File: src/hdl/nlop_pkg.sv
package nlop_pkg;

  localparam int DATA_W = 32;          // external word
  localparam int WIDE_W = 2 * DATA_W;  // internal word
  localparam int SHAMT_W = $clog2(WIDE_W);

  // clock edges from accept to out_valid, output side free
  localparam int EXP_LATENCY = 9;
  localparam int GELU_LATENCY = 12;

  typedef logic [DATA_W-1:0] data_t;
  typedef logic signed [WIDE_W-1:0] wide_t;
  typedef logic [SHAMT_W-1:0] shamt_t;  // low bits of a wide value

  typedef enum logic {
    OP_EXP  = 1'b0,
    OP_GELU = 1'b1
  } op_t;

  typedef enum logic [3:0] {
    ST_IDLE    = 4'd0,
    ST_S1      = 4'd1,
    ST_S2      = 4'd2,
    ST_S3      = 4'd3,
    ST_S4      = 4'd4,
    ST_S5      = 4'd5,
    ST_S6      = 4'd6,
    ST_S7      = 4'd7,
    ST_S8      = 4'd8,
    ST_S9      = 4'd9,
    ST_S10     = 4'd10,
    ST_S11     = 4'd11,
    ST_DELIVER = 4'd12
  } step_t;

  typedef enum logic [3:0] {
    SRC_QIN, SRC_QB, SRC_QC, SRC_QLN2, SRC_QLN2_INV, SRC_Q1,
    SRC_ADD, SRC_MUL, SRC_SHF, SRC_SEL,
    SRC_ONE, SRC_NEG_ONE, SRC_TWO, SRC_ZERO
  } src_t;

  typedef enum logic [1:0] {
    AMT_FP_BITS, AMT_SHIFT, AMT_SHF
  } amt_t;

  typedef enum logic [1:0] {
    COND_ZERO, COND_QIN_NEG, COND_ADD_NEG
  } cond_t;

endpackage
File: src/hdl/nlop_result_hold.sv
`timescale 1ns/1ps

module nlop_result_hold (
  input  logic              clk,
  input  logic              rst,
  input  logic              load_i,
  input  logic              out_ready_i,
  input  nlop_pkg::data_t   result_i,
  output logic              result_free_o,
  output logic              out_valid_o,
  output nlop_pkg::data_t   qout_o
);

  // empty, or emptied on this edge
  assign result_free_o = !out_valid_o || out_ready_i;

  always_ff @(posedge clk) begin
    if (rst) begin
      out_valid_o <= 1'b0;
    end else if (load_i) begin
      out_valid_o <= 1'b1;  // load wins over a transfer out
    end else if (out_ready_i) begin
      out_valid_o <= 1'b0;
    end
  end

  always_ff @(posedge clk) begin
    if (load_i) qout_o <= result_i;
  end

endmodule

File: config.mk
export PLATFORM = sky130hd
export DESIGN_NAME = nlop_result_hold
export DESIGN_NICKNAME = d
export VERILOG_FILES = /design/src/hdl/nlop_pkg.sv /design/src/hdl/nlop_result_hold.sv
export SDC_FILE = /design/constraint.sdc
export NUM_CORES = 1
export LEC_CHECK = 0
export BUFFER_PORTS_ARGS = -buffer_cell sky130_fd_sc_hd__buf_4
export CELL_PAD_IN_SITES_DETAIL_PLACEMENT = 0
export CELL_PAD_IN_SITES_GLOBAL_PLACEMENT = 1
export CORE_ASPECT_RATIO = 2
export CORE_MARGIN = 4
export CORE_UTILIZATION = 31
export CTS_BUF_LIST = sky130_fd_sc_hd__clkbuf_16
export DETAILED_ROUTE_END_ITERATION = 8
export PLACE_DENSITY_LB_ADDON = 0.1
export SKIP_LAST_GASP = 1
export SLEW_MARGIN = 0
export SYNTH_ARGS = -nofsm -noshare
export SYNTH_HDL_FRONTEND = slang
export SYNTH_SLANG_ARGS = --single-unit
File: constraint.sdc
create_clock -name clk -period 0.8 [get_ports clk]
set_input_delay 0.16 -clock clk [delete_from_list [all_inputs] [get_ports clk]]
set_output_delay 0.16 -clock clk [all_outputs]
set_load 0.1 [all_outputs]
==> flow_metrics.tcl <==
set metrics [dict create \
    status "finished with violations" \
    violations "negative setup slack" \
    slew_viol_final 0 \
    path_buf_inv 1 \
    wl_per_cell_um 15.03 \
    antenna_cells 0 \
    core_sq_mm 0.003157 \
    max_freq_mhz 967.7 \
    die-area_sq_mm 0.004280 \
    fin_ws_ns -0.2334 \
    yosysWarnings 0 \
    fin_setup_tns_ns -6.986 \
    path_max_fanout 2 \
    timing.final.crit_share_pct 129.2 \
    grt.busiest_layer "met2" \
    r2r_end "out_valid_o$_SDFFE_PP0P_" \
    p_leak_nw 0.8181 \
    synth_cells 36 \
    grt.met2_usage_pct 17.14 \
    critPathKind "flip-flop to output pin" \
    area_growth_pct 88.32 \
    dp.cells 139 \
    final_nets 151 \
    yosysUniqueCellTypes 5 \
    cap_violations 0 \
    num_rows 29 \
    seqCellArea_sq_um 984.7 \
    drc_errors 0 \
    vias 652 \
    h-tree-depth 2 \
    ys_seq_area_share_pct 97.39 \
    startpoint "out_valid_o$_SDFFE_PP0P_" \
    drtPass1Iterations 3 \
    irDropWorstVdd_mv 2.254 \
    synth_mux_area_share_pct 0 \
    clkTransAtPathRegs_ns 0.05 \
    syn_nets 72 \
    final_common_cell "buf_4" \
    numCtsBuffers 5 \
    power_density_mw_per_mm2 2815 \
    cp-start-kind "flip-flop" \
    drt-initial-drc-count 7 \
    r2r_start "out_valid_o$_SDFFE_PP0P_" \
    fp.dieH_um 88.61 \
    critPathRequiredTime_ns 0.64 \
    clk_latency_ns 0.27 \
    first_global_vias 698 \
    overflow 0 \
    synth-simple-area-share_pct 1.366 \
    clock-sinks 33 \
    multi_input_area_sq_um 22.52 \
    synth_seq_cells 33 \
    worstHoldPathType "input pin to flip-flop" \
    holdWs_ns 0.02639 \
    grt_max_degree 18 \
    setup_viol 34 \
    cts_tree "done" \
    slowest_stage "dfxtp_4" \
    grt_pass1_wl_um 3284 \
    syn_avg_cell_area_sq_um 27.98 \
    synth_top_family_by_area "simple AND/OR/NAND/NOR gates" \
    port_buffers 69 \
    skew_ns 0 \
    clk_path_buf_depth 2 \
    min_period_ns 1.033 \
    fillers 256 \
    synth_compound_area_share_pct 0.8696 \
    hold_violations 0 \
    grtUsageMet3_pct 6.408 \
    routed_wl_um 2209 \
    r2r_slack_ns 0.07 \
    finalNonFillerCells 147 \
    crit_family "flip-flops" \
    ant_nets 0 \
    grt_usage_pct 10.74 \
    postLayoutCoreUtil_pct 60.09 \
    ios 70 \
    grt_use_met1_pct 10.35 \
    initial_core_util_pct 31.91 \
    cts_root_buf "clkbuf_16" \
    crit_end "result_free_o" \
    crit_path_end_kind "output pin" \
    die_w_um 48.31 \
    drive_gt1_share_pct 68.97 \
    layout_common_cells "36 x buf_4, 32 x buf_6, 32 x edfxtp_1" \
    rsz0062_at_grt "true" \
    critPathArrivalTime_ns 0.87 \
    cp.depth 2 \
    antenna_found_initial 0 \
    worst_slew_pin_slew_ns 0.2074 \
    routabilityCongestion 0.6279 \
    r2r_cells 3 \
    synthAdderAreaFrac_pct 0 \
    synth_area_sq_mm 0.001007 \
    vias_per_cell 4.435 \
    slowest_delay_ns 0.35 \
    maxSlewHeadroom_pct 86.21 \
    worstPathCellList "nand2b_4 -> buf_12" \
    synth-xor-area-share_pct 0 \
]
==> cells in the mapped netlist <==
master / instances / share of area [%]
edfxtp_1: 32 / 95
a21oi_2: 1 / 0.87
dfxtp_1: 1 / 2.0
inv_1: 1 / 0.37
nand2b_4: 1 / 1.4
==> metrics by stage <==
stage	setup WS (ns)	area, sq um	power (W)
floorplan	-0.2640	1011	0.003122
global placement	-0.02775	1615	0.003508
detailed placement	-0.02928	1615	0.003517
CTS	-0.2398	1888	0.005403
global route	-0.2642	1897	0.005511
finish	-0.2334	1897	0.005339
==> final cells by class <==
class	count	area share, %
clock buffer	5	6.596
inverter	1	0.1979
clock inverter	3	0.5937
timing repair buffer	72	37.47
tap	31	2.045
sequential	33	51.91
multi-input combinational	2	1.187
==> how the worst min path moves through the flow <==
stage | to | cells after the start | startpoint | slack (ns)
3_5_place_dp | out_valid_o$_SDFFE_PP0P_ | 2 | rst | 0.31
2_1_floorplan | out_valid_o$_SDFFE_PP0P_ | 1 | rst | 0.21
4_1_cts | out_valid_o$_SDFFE_PP0P_ | 2 | rst | 0.02
3_3_place_gp | out_valid_o$_SDFFE_PP0P_ | 2 | rst | 0.31
5_1_grt | out_valid_o$_SDFFE_PP0P_ | 2 | rst | 0.02
6_report | out_valid_o$_SDFFE_PP0P_ | 2 | rst | 0.03
==> worst reg2reg max path, stage by stage (launching register included) <==
cell and delay [ns]:
dfxtp_4 0.36, nand2b_4 0.06, buf_4 0.13, a21oi_2 0.11
==> what timing repair did <==
| item | 4_1_cts | 5_1_grt |
|---|---|---|
| hold buffers | 0 | 0 |
| buffers inserted | 0 | 0 |
| endpoints found under the setup margin | 34 | 34 |
| resized for setup | 36 | 2 |
==> registers in the layout (all words and copies together) (netlist names) <==
signal	flops
qout_o	32
out_valid_o	1
==> where the power goes <==
group	switching [W]	internal, W
combinational	0.00109	0.000394
sequential	0.0000616	0.00205
clock	0.000622	0.00112
total	0.00178	0.00356
==> layer usage <==
metal	up-vias	share of wire [%]
met1	294	33
met3	6	14
met4	0	2.5
li1	299	-
met5	-	0
met2	53	51
==> kinds of logic (layout without fill, tap and decap cells) <==
group,count (synthesis),in the layout
flip-flops,33,33
AO/OA/AOI/OAI,1,1
AND/OR/NAND/NOR,1,1
buffers and inverters,1,81
(Power assumes the default switching activity.)
