<file path="config.mk">
export PLATFORM = sky130hd
export DESIGN_NAME = nlop_sequencer
export DESIGN_NICKNAME = d
export VERILOG_FILES = /design/src/hdl/nlop_pkg.sv /design/src/hdl/nlop_sequencer.sv
export SDC_FILE = /design/constraint.sdc
export NUM_CORES = 1
export LEC_CHECK = 0
export ABC_CLOCK_PERIOD_IN_PS = 1800
export BUFFER_PORTS_ARGS = -buffer_cell sky130_fd_sc_hd__clkbuf_2
export CORE_UTILIZATION = 44
export CTS_BUF_LIST = sky130_fd_sc_hd__clkbuf_4
export DETAILED_ROUTE_END_ITERATION = 12
export GPL_TIMING_DRIVEN = 0
export PLACE_DENSITY = 0.81
export SETUP_SLACK_MARGIN = 0.2
export SYNTH_ARGS = -nofsm -noshare
export SYNTH_HDL_FRONTEND = slang
export SYNTH_SLANG_ARGS = --single-unit
</file>
<file path="constraint.sdc">
create_clock -name clk -period 1.8 [get_ports clk]
set_input_delay 0.27 -clock clk [delete_from_list [all_inputs] [get_ports clk]]
set_output_delay 0.27 -clock clk [all_outputs]
set_load 0.01 [all_outputs]
</file>
<file path="src/hdl/nlop_pkg.sv">
package nlop_pkg;

  localparam int DATA_W = 32;          // external word
  localparam int WIDE_W = 2 * DATA_W;  // internal word
  localparam int SHAMT_W = $clog2(WIDE_W);

  // clock edges from accept to out_valid, output side free
  localparam int EXP_LATENCY = 9;
  localparam int GELU_LATENCY = 12;

  typedef logic [DATA_W-1:0] data_t;
  typedef logic signed [WIDE_W-1:0] wide_t;
  typedef logic [SHAMT_W-1:0] shamt_t;  // low bits of a wide value

  typedef enum logic {
    OP_EXP  = 1'b0,
    OP_GELU = 1'b1
  } op_t;

  typedef enum logic [3:0] {
    ST_IDLE    = 4'd0,
    ST_S1      = 4'd1,
    ST_S2      = 4'd2,
    ST_S3      = 4'd3,
    ST_S4      = 4'd4,
    ST_S5      = 4'd5,
    ST_S6      = 4'd6,
    ST_S7      = 4'd7,
    ST_S8      = 4'd8,
    ST_S9      = 4'd9,
    ST_S10     = 4'd10,
    ST_S11     = 4'd11,
    ST_DELIVER = 4'd12
  } step_t;

  typedef enum logic [3:0] {
    SRC_QIN, SRC_QB, SRC_QC, SRC_QLN2, SRC_QLN2_INV, SRC_Q1,
    SRC_ADD, SRC_MUL, SRC_SHF, SRC_SEL,
    SRC_ONE, SRC_NEG_ONE, SRC_TWO, SRC_ZERO
  } src_t;

  typedef enum logic [1:0] {
    AMT_FP_BITS, AMT_SHIFT, AMT_SHF
  } amt_t;

  typedef enum logic [1:0] {
    COND_ZERO, COND_QIN_NEG, COND_ADD_NEG
  } cond_t;

endpackage
</file>
<file path="src/hdl/nlop_sequencer.sv">
`timescale 1ns/1ps

module nlop_sequencer (
  input  logic              clk,
  input  logic              rst,
  input  logic              start_i,
  input  logic              result_free_i,
  input  nlop_pkg::op_t     op_i,
  output logic              in_ready_o,
  output logic              load_o,
  output logic              add_en_o,
  output logic              add_sub_o,
  output nlop_pkg::src_t    add_a_o,
  output nlop_pkg::src_t    add_b_o,
  output logic              mul_en_o,
  output nlop_pkg::src_t    mul_a_o,
  output nlop_pkg::src_t    mul_b_o,
  output logic              shf_en_o,
  output nlop_pkg::src_t    shf_src_o,
  output nlop_pkg::amt_t    shf_amt_o,
  output logic              sel_en_o,
  output nlop_pkg::cond_t   sel_cond_o,
  output nlop_pkg::src_t    sel_a_o,
  output nlop_pkg::src_t    sel_b_o,
  output nlop_pkg::src_t    res_src_o
);

  nlop_pkg::step_t state_q, state_d;

  always_comb begin
    state_d = state_q;
    case (state_q)
      nlop_pkg::ST_IDLE:    if (start_i) state_d = nlop_pkg::ST_S1;
      nlop_pkg::ST_S8:      state_d = (op_i == nlop_pkg::OP_EXP) ? nlop_pkg::ST_DELIVER
                                                                 : nlop_pkg::ST_S9;
      nlop_pkg::ST_S11:     state_d = nlop_pkg::ST_DELIVER;
      nlop_pkg::ST_DELIVER: if (result_free_i) state_d = nlop_pkg::ST_IDLE;
      default:              state_d = nlop_pkg::step_t'(state_q + 4'd1);
    endcase
  end

  always_ff @(posedge clk) begin
    if (rst) state_q <= nlop_pkg::ST_IDLE;
    else     state_q <= state_d;
  end

  assign in_ready_o = (state_q == nlop_pkg::ST_IDLE);
  assign load_o     = (state_q == nlop_pkg::ST_DELIVER) && result_free_i;  // hand off result
  assign res_src_o  = (op_i == nlop_pkg::OP_GELU) ? nlop_pkg::SRC_MUL : nlop_pkg::SRC_SHF;

  // per-step unit controls
  always_comb begin
    add_en_o   = 1'b0;
    add_sub_o  = 1'b0;
    add_a_o    = nlop_pkg::SRC_ZERO;
    add_b_o    = nlop_pkg::SRC_ZERO;
    mul_en_o   = 1'b0;
    mul_a_o    = nlop_pkg::SRC_ZERO;
    mul_b_o    = nlop_pkg::SRC_ZERO;
    shf_en_o   = 1'b0;
    shf_src_o  = nlop_pkg::SRC_ZERO;
    shf_amt_o  = nlop_pkg::AMT_FP_BITS;
    sel_en_o   = 1'b0;
    sel_cond_o = nlop_pkg::COND_ZERO;
    sel_a_o    = nlop_pkg::SRC_ZERO;
    sel_b_o    = nlop_pkg::SRC_ZERO;
    if (op_i == nlop_pkg::OP_EXP) begin
      case (state_q)
        nlop_pkg::ST_S1: begin  // qin * qln2_inv
          mul_en_o = 1'b1;
          mul_a_o  = nlop_pkg::SRC_QIN;
          mul_b_o  = nlop_pkg::SRC_QLN2_INV;
        end
        nlop_pkg::ST_S2: begin  // z
          shf_en_o  = 1'b1;
          shf_src_o = nlop_pkg::SRC_MUL;
          shf_amt_o = nlop_pkg::AMT_FP_BITS;
        end
        nlop_pkg::ST_S3: begin
          mul_en_o = 1'b1;
          mul_a_o  = nlop_pkg::SRC_QLN2;
          mul_b_o  = nlop_pkg::SRC_SHF;
        end
        nlop_pkg::ST_S4: begin  // p = qin - z*qln2
          add_en_o  = 1'b1;
          add_sub_o = 1'b1;
          add_a_o   = nlop_pkg::SRC_QIN;
          add_b_o   = nlop_pkg::SRC_MUL;
        end
        nlop_pkg::ST_S5: begin  // keep p in sel while adder forms p + qb
          add_en_o = 1'b1;
          add_a_o  = nlop_pkg::SRC_ADD;
          add_b_o  = nlop_pkg::SRC_QB;
          sel_en_o = 1'b1;
          sel_a_o  = nlop_pkg::SRC_ADD;
        end
        nlop_pkg::ST_S6: begin
          mul_en_o = 1'b1;
          mul_a_o  = nlop_pkg::SRC_ADD;
          mul_b_o  = nlop_pkg::SRC_SEL;
        end
        nlop_pkg::ST_S7: begin
          add_en_o = 1'b1;
          add_a_o  = nlop_pkg::SRC_MUL;
          add_b_o  = nlop_pkg::SRC_QC;
        end
        nlop_pkg::ST_S8: begin  // poly >> z
          shf_en_o  = 1'b1;
          shf_src_o = nlop_pkg::SRC_ADD;
          shf_amt_o = nlop_pkg::AMT_SHF;
        end
        default: ;
      endcase
    end else begin
      case (state_q)
        nlop_pkg::ST_S1: begin  // -qin
          mul_en_o = 1'b1;
          mul_a_o  = nlop_pkg::SRC_QIN;
          mul_b_o  = nlop_pkg::SRC_NEG_ONE;
        end
        nlop_pkg::ST_S2: begin  // |qin| and -qb
          sel_en_o   = 1'b1;
          sel_cond_o = nlop_pkg::COND_QIN_NEG;
          sel_a_o    = nlop_pkg::SRC_QIN;
          sel_b_o    = nlop_pkg::SRC_MUL;
          mul_en_o   = 1'b1;
          mul_a_o    = nlop_pkg::SRC_QB;
          mul_b_o    = nlop_pkg::SRC_NEG_ONE;
        end
        nlop_pkg::ST_S3, nlop_pkg::ST_S5: begin  // -qb - |qin|, then 2qb + clip
          add_en_o  = 1'b1;
          add_sub_o = (state_q == nlop_pkg::ST_S3);
          add_a_o   = nlop_pkg::SRC_MUL;
          add_b_o   = nlop_pkg::SRC_SEL;
        end
        nlop_pkg::ST_S4: begin  // clip, 2*qb
          sel_en_o   = 1'b1;
          sel_cond_o = nlop_pkg::COND_ADD_NEG;
          sel_a_o    = nlop_pkg::SRC_SEL;
          sel_b_o    = nlop_pkg::SRC_MUL;
          mul_en_o   = 1'b1;
          mul_a_o    = nlop_pkg::SRC_QB;
          mul_b_o    = nlop_pkg::SRC_TWO;
        end
        nlop_pkg::ST_S6, nlop_pkg::ST_S8: begin
          mul_en_o = 1'b1;
          mul_a_o  = nlop_pkg::SRC_ADD;
          mul_b_o  = nlop_pkg::SRC_SEL;
        end
        nlop_pkg::ST_S7: begin  // + qc, and sign of qin
          add_en_o   = 1'b1;
          add_a_o    = nlop_pkg::SRC_MUL;
          add_b_o    = nlop_pkg::SRC_QC;
          sel_en_o   = 1'b1;
          sel_cond_o = nlop_pkg::COND_QIN_NEG;
          sel_a_o    = nlop_pkg::SRC_ONE;
          sel_b_o    = nlop_pkg::SRC_NEG_ONE;
        end
        nlop_pkg::ST_S9: begin
          shf_en_o  = 1'b1;
          shf_src_o = nlop_pkg::SRC_MUL;
          shf_amt_o = nlop_pkg::AMT_SHIFT;
        end
        nlop_pkg::ST_S10: begin
          add_en_o = 1'b1;
          add_a_o  = nlop_pkg::SRC_SHF;
          add_b_o  = nlop_pkg::SRC_Q1;
        end
        nlop_pkg::ST_S11: begin  // qin * (L + q1)
          mul_en_o = 1'b1;
          mul_a_o  = nlop_pkg::SRC_ADD;
          mul_b_o  = nlop_pkg::SRC_QIN;
        end
        default: ;
      endcase
    end
  end

endmodule

</file>
==> results of run 1 <==
what timing repair did:
action | in CTS
resized for setup | 78
gates cloned | 4
pin swaps | 19
setup buffers | 17
setup endpoints to repair | 38
layer usage:
layer / overflow / GRT usage (%)
met2: 14 / 96.1
met5: 0 / 23.8
met4: 16 / 89.8
met1: 0 / 80.1
met3: 0 / 64.6
stage by stage:
| step | instance area, um2 | worst slack [ps] | instances | setup TNS, ps | hold slack (ps) |
|---|---|---|---|---|---|
| floorplan | 1120 | 161 | 167 | 0 | 332 |
| global placement | 1390 | -22.1 | 240 | -33.5 | 489 |
| detailed placement | 1390 | -58.9 | 240 | -108 | 496 |
| CTS | 1950 | -204 | 265 | -3000 | 241 |
logic make-up after synthesis:
logic type / count (synthesis)
other: 1
AO/OA/AOI/OAI: 62
AND/OR/NAND/NOR: 64
adder cells (fa/ha/maj): 4
buffers and inverters: 31
flip-flops: 4
==> qor.txt, run 1 <==
Compound-Gate Fraction of Synth Area = 36.0%
GP Congestion = 0.917
Proportion of netlist area held by the largest area contributor = 9.99%
Row count = 17
IO buf count = 45
CTS max path bufs = 2
GRT Total Usage = 81.2%
Synth unique cells = 46
Dpl hpwl = 2510 um
Count leader, synth = a21oi_1
Synth area leader = a21oi_1
Worst ep type = output port
Die Y = 50.9 um
Mux cell area share after synthesis = 0%
Outcome = did not finish
Synth Area in XOR/XNOR = 0%
# H-tree levels = 1
Pin count of the biggest net entering global routing = 12
Number of synthesized flops with an enable pin = 0
Ys flop type = dfxtp_1
Clk sinks = 4
Synth Register Bits = 4
Largest family of logic cells by synthesized area = compound AO/OA/AOI/OAI gates
Adder-Cell Fraction of Synth Area = 4.76%
Hold bufs inserted after CTS = 0
Grt repair worst endpoint = mul_a_o[3]
Ys Warns = 0
Overflow after GRT = 30
Share of flip-flops with an asynchronous set or reset = 0%
Synth area leaders = a21oi_1, dfxtp_1, nor2_1
Post-synthesis cell count = 166
Mapped Area = 1050 um2
Starting Density = 47.1%
Failed at = global routing (5_1_grt)
Cts bufs inserted = 3
Top Ports = 48
Synth Area in Simple Gates = 33.8%
Clk Tree Root Cell = clkbuf_4
Die W = 50.9 um
Tool error = [ERROR GRT-0232] Routing congestion too high. Check the congestion heatmap in the GUI.
Seq/Total Area, Yosys = 7.61%
Avg Cell Area, Syn = 6.34 um2
Ranking of synthesized cells by instance count = a21oi_1, nor2_1, o21ai_0, nand2_1
==> run 2, diff against run 1 <==
ABC_CLOCK_PERIOD_IN_PS = 2300   (was 1800)
CORE_AREA = 2 2 63 65   (was default)
CORE_UTILIZATION = default   (was 44)
CTS_BUF_LIST = default   (was sky130_fd_sc_hd__clkbuf_4)
DIE_AREA = 0 0 65 67   (was default)
PLACE_DENSITY = default   (was 0.81)
PLACE_DENSITY_LB_ADDON = 0.15   (was default)
SETUP_SLACK_MARGIN = default   (was 0.2)
clock period = 2.3 ns   (was 1.8 ns; I/O delays follow)
==> run 2 against run 1 <==
Effect of this change: the flow now finishes without violations; synthesized cell count is the same; synthesized area is the same.
==> qor.txt, run 2 <==
Outcome = completed
Worst hold path class = input pin to flop
Cts bufs inserted = 3 (unchanged)
# H-tree levels = 1 (unchanged)
Clk sinks = 4 (unchanged)
Die Y = 67 um (+32%)
Fin cells = 261
Unrepaired setup endpoints after global routing = true
Share of layout cells above drive strength 1 = 40.8%
Die W = 65 um (+28%)
Vias in the first global route = 1199
R2R cell count = 7
Max Fclk = 457 MHz
Top Ports = 48 (unchanged)
Die area = 4360 um2
Routed vias = 1341
DRC = 0
Critical Path RT = 1960 ps
Pin count of the biggest net entering global routing = 12
WL final = 3630 um
Worst Setup Path Type = flop to output port
Clock transition at the registers of the reported paths = 30 ps
Slowest cell on crit path = dfxtp_2
Clock skew = 4.29 ps
Overflow after GRT = 0
Biggest register = state_q
Seq/Total Area, Yosys = 7.61% (unchanged)
Start point of the critical path = state_q[1]$_SDFFE_PP0P_
Tmin final = 2190 ps
Internal power = 0.000907 W
FF-to-FF End = state_q[3]$_SDFFE_PP0P_
Switch Pwr = 0.00105 W
First-pass GRT wire length = 5860 um
Max-slew violation count = 0
Count leader, synth = a21oi_1
Crit end category = output port
RR Startpoint = state_q[1]$_SDFFE_PP0P_
WHS Endpoint = state_q[1]$_SDFFE_PP0P_
Hold path cells = 2
Setup slack at placement = 160 ps (+219 ps)
Postcts setup bufs = 0 (-17)
Placed cells = 260 (+8.3%)
Share of flip-flops with an asynchronous set or reset = 0% (unchanged)
Post-CTS sizing = 2 (-97%)
Critical path's top delay family = buffers and inverters
Min Hold Slack = 354 ps
Logic pwr share = 84.5%
Switching Fraction = 53.5%
Fin util = 39.4%
Fin nets = 224
Latest clock arrival within the worst-skew pair = 210 ps
Static leakage = 0.634 nW
Cell Pwr Density = 1370 nW/um2
Avg Cell Area, Syn = 6.34 um2 (unchanged)
Final Cycle Share = 95.1%
Post-synthesis cell count = 166 (unchanged)
Worst path bufs/invs = 4
Vias per inst = 5.14
Final WS setup = 112 ps
Synth area leader = a21oi_1
R2R setup slack = 720 ps
Pre-antenna DRT Iters = 4
CP cell instances = inv_1 -> ha_1 -> clkbuf_4 -> clkbuf_4 -> nor2_1 -> nor2_1 -> a22oi_2 -> o21a_1 -> clkbuf_2
Starting Density = 29.2% (-18 points)
GP Congestion = 0.824 (-10%)
Slowest stage delay, CP = 370 ps
Dpl hpwl = 2760 um (+9.9%)
Commonest non-fill, non-tap cell in the layout = clkbuf_2
Number of flip-flops in the largest register = 4
Mapped Area = 1050 um2 (unchanged)
Clk pwr share = 7.4%
Synth-to-Final Area Change = 35.0%
Clk Tree Root Cell = clkbuf_8
CTS tree = built
Row count = 22 (+5)
Endpoints failing hold = 0
Flop pwr share = 8.1%
Worst Path Arrival = 1840 ps
DRT iter0 DRCs = 75
N_diodes = 0
Antenna violations before repair = 0
Ys flop type = dfxtp_1
Hold bufs inserted after CTS = 0 (unchanged)
Hold Path Origin = rst
Number of synthesized flops with an enable pin = 0 (unchanged)
Max-cap check violation count = 0
Synth area leaders = a21oi_1, dfxtp_1, nor2_1
Core area = 3610 um2
CTS max path bufs = 2 (unchanged)
Startpoint types = flop
CP max FO = 10
Proportion of netlist area held by the largest area contributor = 9.99% (unchanged)
Ranking of synthesized cells by instance count = a21oi_1, nor2_1, o21ai_0, nand2_1
Max VDD drop = 0.556 mV
Post-route ant nets = 0
GRT Total Usage = 16.9%
Synth Register Bits = 4 (unchanged)
Largest registers = state_q (4)
Synth unique cells = 46 (unchanged)
Most frequent cells in the layout = clkbuf_2, a21oi_1, nor2_1
Wire per inst = 13.9 um
Setup violators final = 0
Ys Warns = 0 (unchanged)
IO buf count = 45 (unchanged)
-- run 2: area by class of cell --
class / instances / area [um2]
tap: 48 / 60.1
buffer: 21 / 156
inverter: 8 / 30.0
clock buffer: 3 / 41.3
multi-input combinational: 132 / 822
timing repair buffer: 45 / 225
fill: 411 / 2190
sequential: 4 / 85.1
-- run 2: how the worst max path moves through the flow --
stage                              end  slack, ps  cells after the start
after floorplan           shf_src_o[1]        450                      8
after global placement    shf_src_o[1]        140                      9
after detailed placement  shf_src_o[1]        160                      9
after CTS                 shf_src_o[1]         10                      8
after global routing        mul_a_o[3]        -20                      9
final                       mul_a_o[3]        110                      9
-- run 2: power by group through the flow --
stage / Clock (W) / Combinational [W] / Sequential [W]
2_1_floorplan: 0 / 0.00111 / 0.000139
3_3_place_gp: 0 / 0.00159 / 0.000153
3_5_place_dp: 0 / 0.00158 / 0.000152
4_1_cts: 0.000149 / 0.00158 / 0.000155
5_1_grt: 0.000160 / 0.00183 / 0.000168
6_report: 0.000144 / 0.00165 / 0.000159
-- run 2: per-layer routing --
layer	up-vias	wire (um)	part of all wire, %	track usage, %
met4	0	0	0	5.85
li1	670	-	-	-
met5	-	0	0	0
met1	621	1690	47	22.4
met3	0	237	6.5	2.03
met2	50	1700	47	28.2
-- run 2: kinds of logic (layout without fill, tap and decap cells) --
group                    Yosys count  in the layout  share of synthesized area, %
AND/OR/NAND/NOR                   64             64                          33.8
adder cells (fa/ha/maj)            4              4                          4.76
buffers and inverters             31             77                          17.5
other                              1              2                         0.356
flip-flops                         4              4                          7.61
AO/OA/AOI/OAI                     62             62                          36.0
-- run 2: worst reg2reg max path, stage by stage, from the launching register on --
cell	delay [ps]
dfxtp_2	370
inv_1	80
ha_1	200
clkbuf_4	190
clkbuf_4	210
a21oi_1	120
o21ai_0	100
a211oi_1	220
-- run 2: metrics by stage --
stage | power (W) | instance area [um2] | TNS, ps
6_report | 0.00195 | 1420 | 0
5_1_grt | 0.00216 | 1420 | -29.9
4_1_cts | 0.00188 | 1380 | 0
3_5_place_dp | 0.00173 | 1340 | 0
3_3_place_gp | 0.00175 | 1340 | 0
2_1_floorplan | 0.00125 | 1060 | 0
No activity file was read; power rests on OpenSTA's default activity.
